<file path="src/link_consts.svh">
`ifndef LINK_CONSTS_SVH
`define LINK_CONSTS_SVH

// Preamble comma
`define K28_1_BYTE 8'h3C

// End of the data phase
`define K23_7_BYTE 8'hF7

// Frame close
`define K28_5_BYTE 8'hBC

// Other K.x.7 codes allowed in the data phase
`define K27_7_BYTE 8'hFB
`define K29_7_BYTE 8'hFD
`define K30_7_BYTE 8'hFE

// Low five bits shared by all K28.y codes
`define K28_LOW_BITS 5'd28

// Comma symbols per preamble
`define PREAMBLE_LEN 4

// Reflected IEEE 802.3 polynomial
`define CRC_POLY 32'hEDB88320
`define CRC_INIT 32'hFFFFFFFF

// Trailer bytes, least significant first
`define CRC_BYTES 4

`endif
</file>
<file path="src/line_code_pkg.sv">
package line_code_pkg;

	// One data or control byte
	typedef logic [7:0] byte_t;

	// Input symbol with its control flag
	typedef struct packed {
		logic k;
		byte_t data;
	} sym_in_t;

	// Line bit a sits in bit 0 and line bit j in bit 9
	typedef logic [9:0] code10_t;

	// 6b subblock, bits 5:0 of a code word
	typedef logic [5:0] code6_t;

	// 4b subblock, bits 9:6 of a code word
	typedef logic [3:0] code4_t;

	// 0 means negative running disparity
	typedef logic disp_t;

endpackage

</file>
<file path="src/framing_pkg.sv">
package framing_pkg;

	// Frame sequencer states
	typedef enum logic [2:0] {
		IDLE,
		PREAMBLE,
		DATA,
		CRC_OUT,
		CLOSE
	} seq_state_t;

	// One symbol request to the encoder
	typedef struct packed {
		logic valid;
		logic start;
		logic k;
		line_code_pkg::byte_t data;
	} enc_req_t;

	// CRC-32 register and result
	typedef logic [31:0] crc_t;

	// Preamble countdown and trailer byte index
	typedef logic [2:0] seq_cnt_t;

endpackage

</file>
<file path="src/frame_encoder_top.sv">
`timescale 1ns/10ps

module frame_encoder_top (
	input  logic clk,
	input  logic reset,
	input  logic pushin,
	input  logic startin,
	input  line_code_pkg::sym_in_t datain,
	output logic pushout,
	output line_code_pkg::code10_t dataout,
	output logic startout
);
	framing_pkg::enc_req_t req;
	logic crc_clear;
	logic crc_update;
	line_code_pkg::byte_t crc_byte;
	framing_pkg::crc_t crc_value;

	frame_sequencer frame_sequencer_inst (
		.clk(clk),
		.reset(reset),
		.pushin(pushin),
		.startin(startin),
		.datain(datain),
		.req(req),
		.crc_clear(crc_clear),
		.crc_update(crc_update),
		.crc_byte(crc_byte),
		.crc_value(crc_value)
	);

	// Trailer CRC over data bytes only
	crc32_engine crc32_engine_inst (
		.clk(clk),
		.reset(reset),
		.crc_clear(crc_clear),
		.crc_update(crc_update),
		.crc_byte(crc_byte),
		.crc_value(crc_value)
	);

	enc_8b10b enc_8b10b_inst (
		.clk(clk),
		.reset(reset),
		.req(req),
		.pushout(pushout),
		.startout(startout),
		.dataout(dataout)
	);

endmodule

</file>
<file path="src/frame_sequencer.sv">
`timescale 1ns/10ps

`include "link_consts.svh"

module frame_sequencer (
	input  logic clk,
	input  logic reset,
	input  logic pushin,
	input  logic startin,
	input  line_code_pkg::sym_in_t datain,
	output framing_pkg::enc_req_t req,
	output logic crc_clear,
	output logic crc_update,
	output line_code_pkg::byte_t crc_byte,
	input  framing_pkg::crc_t crc_value
);
	framing_pkg::seq_state_t state;
	framing_pkg::seq_state_t state_next;
	framing_pkg::seq_cnt_t cnt;
	framing_pkg::seq_cnt_t cnt_next;
	logic is_comma;
	logic is_eod;
	logic is_ctrl_ok;

	assign is_comma = datain.k && (datain.data == `K28_1_BYTE);
	assign is_eod = datain.k && (datain.data == `K23_7_BYTE);

	// Control codes that may appear between data bytes
	assign is_ctrl_ok = datain.k && ((datain.data[4:0] == `K28_LOW_BITS) ||
		(datain.data == `K23_7_BYTE) || (datain.data == `K27_7_BYTE) ||
		(datain.data == `K29_7_BYTE) || (datain.data == `K30_7_BYTE));

	assign crc_byte = datain.data;

	always_comb begin
		state_next = state;
		cnt_next = cnt;
		req = '0;
		req.k = datain.k;
		req.data = datain.data;
		crc_clear = 1'b0;
		crc_update = 1'b0;
		case (state)
			framing_pkg::IDLE: begin
				if (pushin && startin && is_comma) begin
					req.valid = 1'b1;
					req.start = 1'b1;
					crc_clear = 1'b1;
					cnt_next = framing_pkg::seq_cnt_t'(`PREAMBLE_LEN - 1);
					state_next = framing_pkg::PREAMBLE;
				end
			end
			framing_pkg::PREAMBLE: begin
				if (pushin) begin
					if (is_comma) begin
						req.valid = 1'b1;
						cnt_next = cnt - 1'b1;
						if (cnt == 3'd1) begin
							state_next = framing_pkg::DATA;
						end
					end else begin
						state_next = framing_pkg::IDLE;
					end
				end
			end
			framing_pkg::DATA: begin
				if (pushin && !datain.k) begin
					req.valid = 1'b1;
					crc_update = 1'b1;
				end else if (pushin && is_ctrl_ok) begin
					req.valid = 1'b1;
					if (is_eod) begin
						cnt_next = '0;
						state_next = framing_pkg::CRC_OUT;
					end
				end
			end
			framing_pkg::CRC_OUT: begin
				req.valid = 1'b1;
				req.k = 1'b0;
				req.data = crc_value[8 * cnt +: 8];
				if (cnt == framing_pkg::seq_cnt_t'(`CRC_BYTES - 1)) begin
					cnt_next = '0;
					state_next = framing_pkg::CLOSE;
				end else begin
					cnt_next = cnt + 1'b1;
				end
			end
			framing_pkg::CLOSE: begin
				// K28.5 first, then one guard cycle while it leaves
				if (cnt == '0) begin
					req.valid = 1'b1;
					req.k = 1'b1;
					req.data = `K28_5_BYTE;
					cnt_next = 3'd1;
				end else begin
					state_next = framing_pkg::IDLE;
				end
			end
			default: begin
				state_next = framing_pkg::IDLE;
			end
		endcase
	end

	always_ff @(posedge clk) begin
		if (reset) begin
			state <= framing_pkg::IDLE;
			cnt <= '0;
		end else begin
			state <= state_next;
			cnt <= cnt_next;
		end
	end

endmodule

</file>
<file path="src/enc_8b10b.sv">
`timescale 1ns/10ps

`include "link_consts.svh"

module enc_8b10b (
	input  logic clk,
	input  logic reset,
	input  framing_pkg::enc_req_t req,
	output logic pushout,
	output logic startout,
	output line_code_pkg::code10_t dataout
);
	line_code_pkg::disp_t rd;
	line_code_pkg::disp_t rd_mid;
	line_code_pkg::disp_t rd_next;
	line_code_pkg::code6_t neg6;
	line_code_pkg::code6_t code6;
	line_code_pkg::code4_t neg4;
	line_code_pkg::code4_t code4;
	line_code_pkg::code4_t k28_4;
	line_code_pkg::code10_t k_neg;
	line_code_pkg::code10_t k_word;
	line_code_pkg::code10_t word;
	logic [4:0] x;
	logic [2:0] y;
	logic use_a7;

	assign x = req.data[4:0];
	assign y = req.data[7:5];

	// 5b/6b for negative disparity, written with bit 0 as line bit a
	always_comb begin
		case (x)
			5'd0: neg6 = 6'b111001;
			5'd1: neg6 = 6'b101110;
			5'd2: neg6 = 6'b101101;
			5'd3: neg6 = 6'b100011;
			5'd4: neg6 = 6'b101011;
			5'd5: neg6 = 6'b100101;
			5'd6: neg6 = 6'b100110;
			5'd7: neg6 = 6'b000111;
			5'd8: neg6 = 6'b100111;
			5'd9: neg6 = 6'b101001;
			5'd10: neg6 = 6'b101010;
			5'd11: neg6 = 6'b001011;
			5'd12: neg6 = 6'b101100;
			5'd13: neg6 = 6'b001101;
			5'd14: neg6 = 6'b001110;
			5'd15: neg6 = 6'b111010;
			5'd16: neg6 = 6'b110110;
			5'd17: neg6 = 6'b110001;
			5'd18: neg6 = 6'b110010;
			5'd19: neg6 = 6'b010011;
			5'd20: neg6 = 6'b110100;
			5'd21: neg6 = 6'b010101;
			5'd22: neg6 = 6'b010110;
			5'd23: neg6 = 6'b010111;
			5'd24: neg6 = 6'b110011;
			5'd25: neg6 = 6'b011001;
			5'd26: neg6 = 6'b011010;
			5'd27: neg6 = 6'b011011;
			5'd28: neg6 = 6'b011100;
			5'd29: neg6 = 6'b011101;
			5'd30: neg6 = 6'b011110;
			default: neg6 = 6'b110101;
		endcase
	end

	// Unbalanced codes and D.7 flip for positive disparity
	assign code6 = (rd && (($countones(neg6) != 3) || (x == 5'd7))) ? ~neg6 : neg6;
	assign rd_mid = rd ^ ($countones(code6) != 3);

	// Alternate D.x.7 avoids a run of five
	always_comb begin
		if (rd_mid == 1'b0) begin
			use_a7 = (x == 5'd17) || (x == 5'd18) || (x == 5'd20);
		end else begin
			use_a7 = (x == 5'd11) || (x == 5'd13) || (x == 5'd14);
		end
	end

	// 3b/4b for negative disparity after the 6b subblock
	always_comb begin
		case (y)
			3'd0: neg4 = 4'b1101;
			3'd1: neg4 = 4'b1001;
			3'd2: neg4 = 4'b1010;
			3'd3: neg4 = 4'b0011;
			3'd4: neg4 = 4'b1011;
			3'd5: neg4 = 4'b0101;
			3'd6: neg4 = 4'b0110;
			default: neg4 = use_a7 ? 4'b1110 : 4'b0111;
		endcase
	end

	assign code4 = (rd_mid && (($countones(neg4) != 2) || (y == 3'd3) || (y == 3'd7))) ?
		~neg4 : neg4;

	// K28.y 4b subblock following the negative 6b form
	always_comb begin
		case (y)
			3'd0: k28_4 = 4'b0010;
			3'd1: k28_4 = 4'b1001;
			3'd2: k28_4 = 4'b1010;
			3'd3: k28_4 = 4'b1100;
			3'd4: k28_4 = 4'b0100;
			3'd5: k28_4 = 4'b0101;
			3'd6: k28_4 = 4'b0110;
			default: k28_4 = 4'b0001;
		endcase
	end

	// Other control codes are K.x.7 with the data 6b subblock
	assign k_neg = (x == `K28_LOW_BITS) ? {k28_4, 6'b111100} : {4'b0001, neg6};

	// Positive form of every control code is the complement
	assign k_word = rd ? ~k_neg : k_neg;

	assign word = req.k ? k_word : {code4, code6};
	assign rd_next = rd ^ ($countones(word) != 5);

	always_ff @(posedge clk) begin
		if (reset) begin
			rd <= 1'b0;
			pushout <= 1'b0;
			startout <= 1'b0;
			dataout <= '0;
		end else begin
			pushout <= req.valid;
			startout <= req.valid && req.start;
			if (req.valid) begin
				dataout <= word;
				rd <= rd_next;
			end
		end
	end

endmodule

</file>
<file path="src/crc32_engine.sv">
`timescale 1ns/10ps

`include "link_consts.svh"

module crc32_engine (
	input  logic clk,
	input  logic reset,
	input  logic crc_clear,
	input  logic crc_update,
	input  line_code_pkg::byte_t crc_byte,
	output framing_pkg::crc_t crc_value
);
	framing_pkg::crc_t crc_reg;
	framing_pkg::crc_t crc_next;

	// Reflected CRC, one bit per step with the LSB first
	always_comb begin
		crc_next = crc_reg ^ {24'd0, crc_byte};
		for (int i = 0; i < 8; i++) begin
			if (crc_next[0]) begin
				crc_next = (crc_next >> 1) ^ `CRC_POLY;
			end else begin
				crc_next = crc_next >> 1;
			end
		end
	end

	always_ff @(posedge clk) begin
		if (reset) begin
			crc_reg <= `CRC_INIT;
		end else if (crc_clear) begin
			crc_reg <= `CRC_INIT;
		end else if (crc_update) begin
			crc_reg <= crc_next;
		end
	end

	// Ethernet convention
	assign crc_value = ~crc_reg;

endmodule

</file>
<file path="config.mk">
export PLATFORM = sky130hd
export DESIGN_NAME = frame_encoder_top
export DESIGN_NICKNAME = d
export VERILOG_FILES = /design/src/line_code_pkg.sv /design/src/framing_pkg.sv /design/src/frame_encoder_top.sv /design/src/frame_sequencer.sv /design/src/enc_8b10b.sv /design/src/crc32_engine.sv
export VERILOG_INCLUDE_DIRS = /design/src /design/src/src
export SDC_FILE = /design/constraint.sdc
export NUM_CORES = 1
export LEC_CHECK = 0
export ABC_AREA = 1
export CORE_AREA = 2 2 98 119
export DETAILED_ROUTE_END_ITERATION = 6
export DIE_AREA = 0 0 100 121
export DONT_BUFFER_PORTS = 1
export GPL_TIMING_DRIVEN = 0
export PLACE_DENSITY = 0.71
export SLEW_MARGIN = 15
export SYNTH_ARGS = -nofsm -noshare
export SYNTH_HDL_FRONTEND = slang
export SYNTH_HIERARCHICAL = 1
export SYNTH_SLANG_ARGS = --single-unit
export TNS_END_PERCENT = 10
</file>
<file path="constraint.sdc">
create_clock -name clk -period 26.1 [get_ports clk]
set_clock_uncertainty 0.2 [all_clocks]
set_input_delay 2.61 -clock clk [delete_from_list [all_inputs] [get_ports clk]]
set_output_delay 2.61 -clock clk [all_outputs]
set_load 0.01 [all_outputs]
</file>
[Word-level counts from Yosys, hierarchy flattened]
Memories as Yosys holds them, arrays and structs flattened.
Index checks and enable logic that the tools add are counted.
Word-level totals
  memories kept: 1
  register bits: 51
  output and inout bits: 12
  word-level logic and storage cells: 168
  input bits: 13
  ROM bits: 192
Memory list
  (name not given): words 32, bits a word 6, read ports 1, clocked after memory_dff 0, write ports 0, line enc_8b10b.sv:33  | case (x)
Operators by class
  equal/unequal tests: 41
  mux-type cells: 50
  shift-type cells: 1
  add/sub/neg operators: 24
  reductions and logical operators: 29
  bitwise gates (word level): 15
Operators by type and width (count)
  32-bit adder: 9
  32-bit 2-to-1 mux: 8
  13-bit inverter with 14-bit output: 8
  32-bit by 3-bit inequality test with 1-bit output, second input constant: 3
  4-bit one-hot mux with 7 select lines: 2
  3-bit 2-to-1 mux: 17
  8-bit equality test, second input constant: 4
  32-bit by 4-bit inequality test with 1-bit output, second input constant: 1
  32-bit inverter: 1
  32-bit by 7-bit indexed part select with 8-bit output: 1
  32-bit by 8-bit bitwise XOR with 32-bit output: 1
  10-bit 2-to-1 mux: 3
  3-bit one-hot mux with 5 select lines: 2
  1-bit by 1-bit adder with 2-bit output: 13
  5-bit equality test, second input constant: 5
  9-bit one-hot mux with 2 select lines: 1
  8-bit AND reduction: 2
  3-bit by 2-bit equality test with 1-bit output, second input constant: 5
  3-bit equality test, second input constant: 5
  5-bit by 4-bit equality test with 1-bit output, second input constant: 3
  2-bit by 1-bit inequality test with 1-bit output, second input constant: 6
  1-bit logical OR: 11
  1-bit 2-to-1 mux: 11
  1-bit logical AND: 10
  20 further kinds: 28

[Logic depth before layout (Yosys ltp)]
Gate-level depths: netlist of run 1.
An unclocked memory read counts as a cell.
  word-level depth: 33
  gate-level depth with buffers: 60
  gate-level depth less buffers: 58

[Cells and area by module]
The synthesis of run 1 kept the hierarchy.
By module, submodules not included
  crc32_engine: area each 2451.1 um^2, times used 1, sequential area each 640.6 um^2, cells an instance 418
  enc_8b10b: area each 2030.7 um^2, times used 1, sequential area each 260.2 um^2, cells an instance 313
  frame_sequencer: area each 1107.3 um^2, times used 1, sequential area each 120.1 um^2, cells an instance 204

[Worst setup path after synthesis of run 1]
OpenSTA, ideal clock, no wires.
  path type: input to register
  start: input datain[0] (netlist name)
  end: register enc_8b10b_inst.rd
  data required time: 25781 ps
  slack: 14662 ps
  library setup time: 119 ps
  path buffers: 0
  stages: 51
  data arrival time: 11119 ps
  cells stage by stage: inv_1 > o21ai_0 > inv_1 > ha_1 > inv_2 > nand2_1 > o21ai_1 > nand2_1 > nand2_1 > nand2_1 > nand2_2 > inv_1 > fa_1 > inv_1 > fa_1 > inv_1 > ha_1 > inv_1 > [15 not listed] > nor2_2 > inv_1 > nand2_1 > nand3_1 > and2_1 > fa_1 > fa_1 > fa_1 > inv_1 > ha_1 > inv_1 > fa_1 > nand4_1 > o21ai_0 > nand3_1 > nand2_1 > o21ai_0 > a21oi_1
RTL lines
  from (decl): line frame_encoder_top.sv:8  | input line_code_pkg::sym_in_t datain,
  to (signal assigned): line enc_8b10b.sv:133  | rd <= rd_next;
  to (decl): line enc_8b10b.sv:13  | line_code_pkg::disp_t rd;

==> flow_summary.toml, run 1 <==
[run_status]
status = "completed"

[detailed_routing]
drt_iter0_drc = 297
routed_wl_um = 14990
vias_per_cell = 5.233
vias = 5625
drcViolationCount = 0
final_antenna_net_count = 0
drt_pre_antenna_iters = 5
wl_per_cell_um = 13.94

[timing]
holdWs_ns = 0.2819
tightestPinTransition_ns = 0.7170
slew_headroom = 0.5169
finalSetupTns_ns = 0
min_period_ns = 11.97
finalMaxSlewViolations = 0
hold_viol_final = 0
rsz0062_at_grt = "false"
fin_crit_sh = 0.4584
fmax_mhz = 83.57
finalSetupViolations = 0

[die]
die_x_um = 100
io_pins = 25
coreArea_um2 = 10930
start_util = 0.5113
die-area_um2 = 12100
rows = 42
die_h_um = 121

[clock_network]
clock_latency_ns = 0.30
cts_max_path_buffers = 2
cts.sinks = 51
cts_buffers = 5
cts_setup_buffers = 0
hold_buffers = 0
cts-root-buf = "clkbuf_16"
cts_tree = "yes"
cts.reportedPaths.clkPinSlew_ns = 0.07
htreeDepth = 2
cts-resized-gates = 0

[critical_path]
crit_top_cell = "inv_1"
critical_path.startpoint_type = "input port"
critPathMaxFanout = 7
worst_path_max_delay_cell = "o21ai_0"
crit_path_max_incr_delay_ns = 0.58
critPathArrivalTime_ns = 11.95
cp_data_required_time_ns = 26.09
crit_type = "in -> reg"
end_kind = "flop"

[global_route]
antenna_found_initial = 0
grt_overflow = 0
grt_usage = 0.2617
grt_pass1_wl_um = 25820
grt_pass1_vias = 5588
grt_max_degree = 18

[yosys]
yosysUniqueCellTypes = 44
ys_ff_latch = 51
synth.avg_cell_area_um2 = 5.978
syn_inst = 935
syn_nets = 979
synth_compound_area_frac = 0.1086
seq_area_frac_synth = 0.1827
synthAdderAreaFrac = 0.08552
ys_warn_count = 6
synth_top_family_by_area = "simple AND/OR/NAND/NOR gates"
synthMuxAreaShare = 0
synth-simple-area-share = 0.4589
synth_xor_area_frac = 0.03739
syn-cell-area_um2 = 5589

[power]
internal_power_w = 0.0002887
leakage_nw = 3.135
power_frac_comb = 0.701
power_frac_clock = 0.114
switching_share = 0.5177
peakVddDrop_mv = 0.09944
p_seq_frac = 0.184
p_per_area_nw_per_um2 = 101.4
switchingPower_w = 0.0003099

[final_layout]
fin_area_um2 = 5903
final_common_cell = "nand2_1"
finalNetCount = 986
diodes = 0
layout-drive-gt1-share = 0.1357
largest_register_ffs = 32
area_growth_pct = 5.619
final_cell_mix = "292 x nand2_1, 103 x inv_1, 85 x nand3_1"

[job]
max_cap_viol_count = 0

[placement]
hpwl_um = 12070
portBuffers = 0
place_area_um2 = 5754
gp_congestion = 0.9314

[worst_hold_path]
hold_class = "reg -> reg"
final cells by class:
type | instances | area [um2]
buffer | 32 | 220.2
clock buffer | 5 | 125.1
clock inverter | 3 | 23.77
fill | 1178 | 5027
inverter | 129 | 489.2
multi-input combinational | 723 | 3859
sequential | 51 | 1021
tap | 132 | 165.2
critical path: cells and delay by family:
kind            cells  cell delay [ns]
simple gates       17             1.65
buf+inv            14             1.19
xor+xnor            2             0.38
compound gates      5             0.95
fa+ha+maj          13             5.16
synthesized netlist by cell type, drive strengths merged:
cell	count	area (um2)
or2	8	50.06
o2111ai	1	8.760
buf	24	188.9
a21oi	34	170.2
and2	6	37.54
fa	12	240.2
and3	1	6.260
nor3	2	21.27
nor4	1	6.260
o221ai	1	8.760
inv	125	474.2
nand2	340	1441
o21bai	2	15.01
xnor2	4	35.03
nor2	96	420.4
clkbuf	8	31.28
a221o	1	10.01
nand4	14	87.58
clkinv	4	15.01
o21ai	52	267.8
o22ai	8	50.05
dfxtp	51	1021
o211ai	9	67.56
nand3	91	485.5
and3b	1	8.760
xor2	19	173.9
ha	19	237.7
o32ai	1	8.760
final timing paths:
| check | start | slack [ns] | depth (start not counted) | end |
|---|---|---|---|---|
| min | crc32_engine_inst/crc_reg[22] | 0.28 | 2 | crc32_engine_inst/crc_reg[22] |
| min reg2reg | crc32_engine_inst/crc_reg[22] | 0.28 | 2 | crc32_engine_inst/crc_reg[22] |
| max | datain[0] | 14.13 | 51 | enc_8b10b_inst/rd |
| max reg2reg | frame_sequencer_inst/cnt[0] | 14.67 | 58 | enc_8b10b_inst/rd |
metrics by stage:
stage	std cells	total power, W	setup slack, ns	util
CTS	1075	0.0006023	14.05	0.5401
finish	1075	0.0005986	14.13	0.5401
floorplan	935	0.0004465	14.66	-
detailed placement	1067	0.0005293	13.76	0.5264
global placement	1067	0.0005246	13.87	0.5264
global route	1075	0.0006693	13.38	0.5401
cell families after synthesis:
group | Yosys count
AOI/OAI and AO/OA | 109
xor gates and xnor gates | 23
adders and majority gates | 31
buffers and inverters | 161
DFF | 51
and+or+nand+nor | 560
power groups by stage:
stage / Sequential, W / Clock [W] / Combinational [W]
global route: 0.000113 / 0.0000736 / 0.000483
global placement: 0.000112 / 0 / 0.000413
CTS: 0.000110 / 0.0000703 / 0.000422
detailed placement: 0.000112 / 0 / 0.000417
floorplan: 0.000108 / 0 / 0.000339
finish: 0.000110 / 0.0000684 / 0.000420
per-layer routing:
metal,global-route usage,routed length [um]
met4,0.1079,500
met1,0.3010,6128
met2,0.4840,7683
met3,0.03168,677
met5,0,0
No activity file was read; power rests on OpenSTA's default activity.
==> inputs of run 2 (changes only) <==
--- a/config.mk
+++ b/config.mk
@@ -12,7 +12,7 @@
 export DIE_AREA = 0 0 100 121
 export DONT_BUFFER_PORTS = 1
 export GPL_TIMING_DRIVEN = 0
-export PLACE_DENSITY = 0.71
+export PLACE_DENSITY = 0.74
 export SLEW_MARGIN = 15
 export SYNTH_ARGS = -nofsm -noshare
 export SYNTH_HDL_FRONTEND = slang
==> constraint.sdc (replaced) <==
create_clock -name clk -period 10.54 [get_ports clk]
set_clock_uncertainty 0.2 [all_clocks]
set_input_delay 1.054 -clock clk [delete_from_list [all_inputs] [get_ports clk]]
set_output_delay 1.054 -clock clk [all_outputs]
set_load 0.01 [all_outputs]
==> run 2 against run 1 <==
Flip-flop and latch count unchanged. Cell count grew 0.56%. Power grew to 2.5 times the previous value. First-iteration DRC count rose by 6.7%. Routed wire length is 3.9% higher. Register-to-register slack got worse by 14 ns. Die area unchanged. Combinational power rose to 2.6 times the previous value.
==> flow_summary.toml, run 2 (synthesized netlist as in run 1, its figures left out) <==
[global_route]
groute.layer.met1.usage = 0.2938
antenna_found_initial = 0
grt_pass1_wl_um = 25730
grt_usage = 0.2654
grt_max_degree = 17
use_met3 = 0.04320
met2_usage = 0.4983
gr-max-usage-layer = "met2"
grt_overflow = 0
grt_pass1_vias = 5471

[placement]
gp_congestion = 0.9512
dp.cells = 1067
hpwl_um = 11860
portBuffers = 0

[detailed_routing]
drt_pre_antenna_iters = 5
wl_per_cell_um = 14.40
routed_wl_um = 15570
vias_per_cell = 5.352
drcViolationCount = 0
vias = 5786
final_antenna_net_count = 0
drt_iter0_drc = 317

[final_layout]
utilization = 0.5524
largest_register_ffs = 32
finalNetCount = 992
diodes = 0
final_cells = 1081
area_growth_pct = 8.037
fillerInstances = 1113
final_common_cell = "nand2_1"
seqCellArea_um2 = 1026
layout-drive-gt1-share = 0.1581
final_cell_mix = "290 x nand2_1, 100 x inv_1, 84 x nand3_1"
multiInputGateArea_um2 = 3916

[clock_network]
cts-root-buf = "clkbuf_16"
cts_buffers = 5
hold_buffers = 0
cts.reportedPaths.clkPinSlew_ns = 0.07
cts_tree = "yes"
cts_max_path_buffers = 2
clock_latency_ns = 0.30
cts.sinks = 51
htreeDepth = 2

[job]
max_cap_viol_count = 0

[die]
io_pins = 25
rows = 42
start_util = 0.5113
die_h_um = 121
die_x_um = 100
coreArea_um2 = 10930
die-area_um2 = 12100

[timing]
slew_headroom = 0.5590
fmax_mhz = 100.4
finalMaxSlewViolations = 0
fin_crit_sh = 0.9453
hold_viol_final = 0
min_period_ns = 9.963
tightestPinTransition_ns = 0.6615
finalSetupViolations = 0

[critical_path]
cp_data_required_time_ns = 10.52
crit_path_max_incr_delay_ns = 0.55
critPathMaxFanout = 20
critical_path.startpoint_type = "flop"
worst_path_max_delay_cell = "fa_1"
crit_top_cell = "fa_1"
critPathArrivalTime_ns = 9.94
end_kind = "flop"
crit_type = "reg -> reg"

[run_status]
status = "completed"

[power]
leakage_nw = 3.192
peakVddDrop_mv = 0.1451
p_per_area_nw_per_um2 = 252.1

[worst_hold_path]
hold_class = "reg -> reg"
run 2: changes by cell type in the layout (fill, tap and decap cells not counted), moves of 3 or more:
| cell | change |
|---|---|
| o21ai_0 | -3 |
| nor2_4 | +3 |
| inv_1 | -3 |
| inv_2 | +3 |
| clkinv_1 | -3 |
| buf_4 | +7 |
run 2: routing by layer:
| metal | vias to the layer above | routed length, um |
|---|---|---|
| li1 | 2956 | - |
| met1 | 2621 | 6178 |
| met5 | - | 0 |
| met3 | 36 | 943 |
| met2 | 173 | 7990 |
| met4 | 0 | 456 |
run 2: final cells by class:
type | count | share of cell area
Inverter | 129 | 0.08330
Clock inverter | 2 | 0.002279
Clock buffer | 6 | 0.02300
Multi-Input combinational cell | 723 | 0.6486
Timing Repair Buffer | 7 | 0.008703
Sequential cell | 51 | 0.1699
Tap cell | 132 | 0.02735
Buffer | 31 | 0.03688
run 2: critical path: cells and delay by family (launching register included):
kind,cells,cell delay (ns)
AO/OA/AOI/OAI,4,0.34
buffers and inverters,15,1.23
adder cells (fa/ha/maj),14,5.27
XOR/XNOR,2,0.34
flip-flops,1,0.34
AND/OR/NAND/NOR,19,2.07
run 2: stage by stage:
step           hold slack, ns  worst slack [ns]  setup TNS [ns]  area, um2  power (W)
2_1_floorplan          0.2480            0.3860               0       5589   0.001106
3_3_place_gp           0.2571           -0.8630         -0.8630       5754   0.001303
3_5_place_dp           0.2640           -0.9298         -0.9298       5754   0.001311
4_1_cts                0.2810           0.02242               0       5964   0.001504
5_1_grt                0.3007          -0.01136        -0.01136       6038   0.001699
6_report               0.2789            0.5770               0       6038   0.001522
run 2: where the power goes:
part | switching, W | internal, W
logic | 0.000661 | 0.000416
registers | 0.0000444 | 0.000232
clock network | 0.0000742 | 0.0000951
total | 0.000779 | 0.000743
run 2: final timing paths:
check / from / to / slack (ns) / cells after the start
setup / recovery: frame_sequencer_inst/cnt[0] / enc_8b10b_inst/rd / 0.58 / 54
hold / removal: crc32_engine_inst/crc_reg[16] / crc32_engine_inst/crc_reg[16] / 0.28 / 2
setup reg to reg: frame_sequencer_inst/cnt[0] / enc_8b10b_inst/rd / 0.58 / 54
hold reg to reg: crc32_engine_inst/crc_reg[16] / crc32_engine_inst/crc_reg[16] / 0.28 / 2
run 2: what timing repair did:
| item | in CTS | in global routing |
|---|---|---|
| endpoints found under the setup margin | 1 | 1 |
| pin swaps | 2 | 3 |
| resized for setup | 14 | 21 |
| buffers inserted | 2 | 5 |
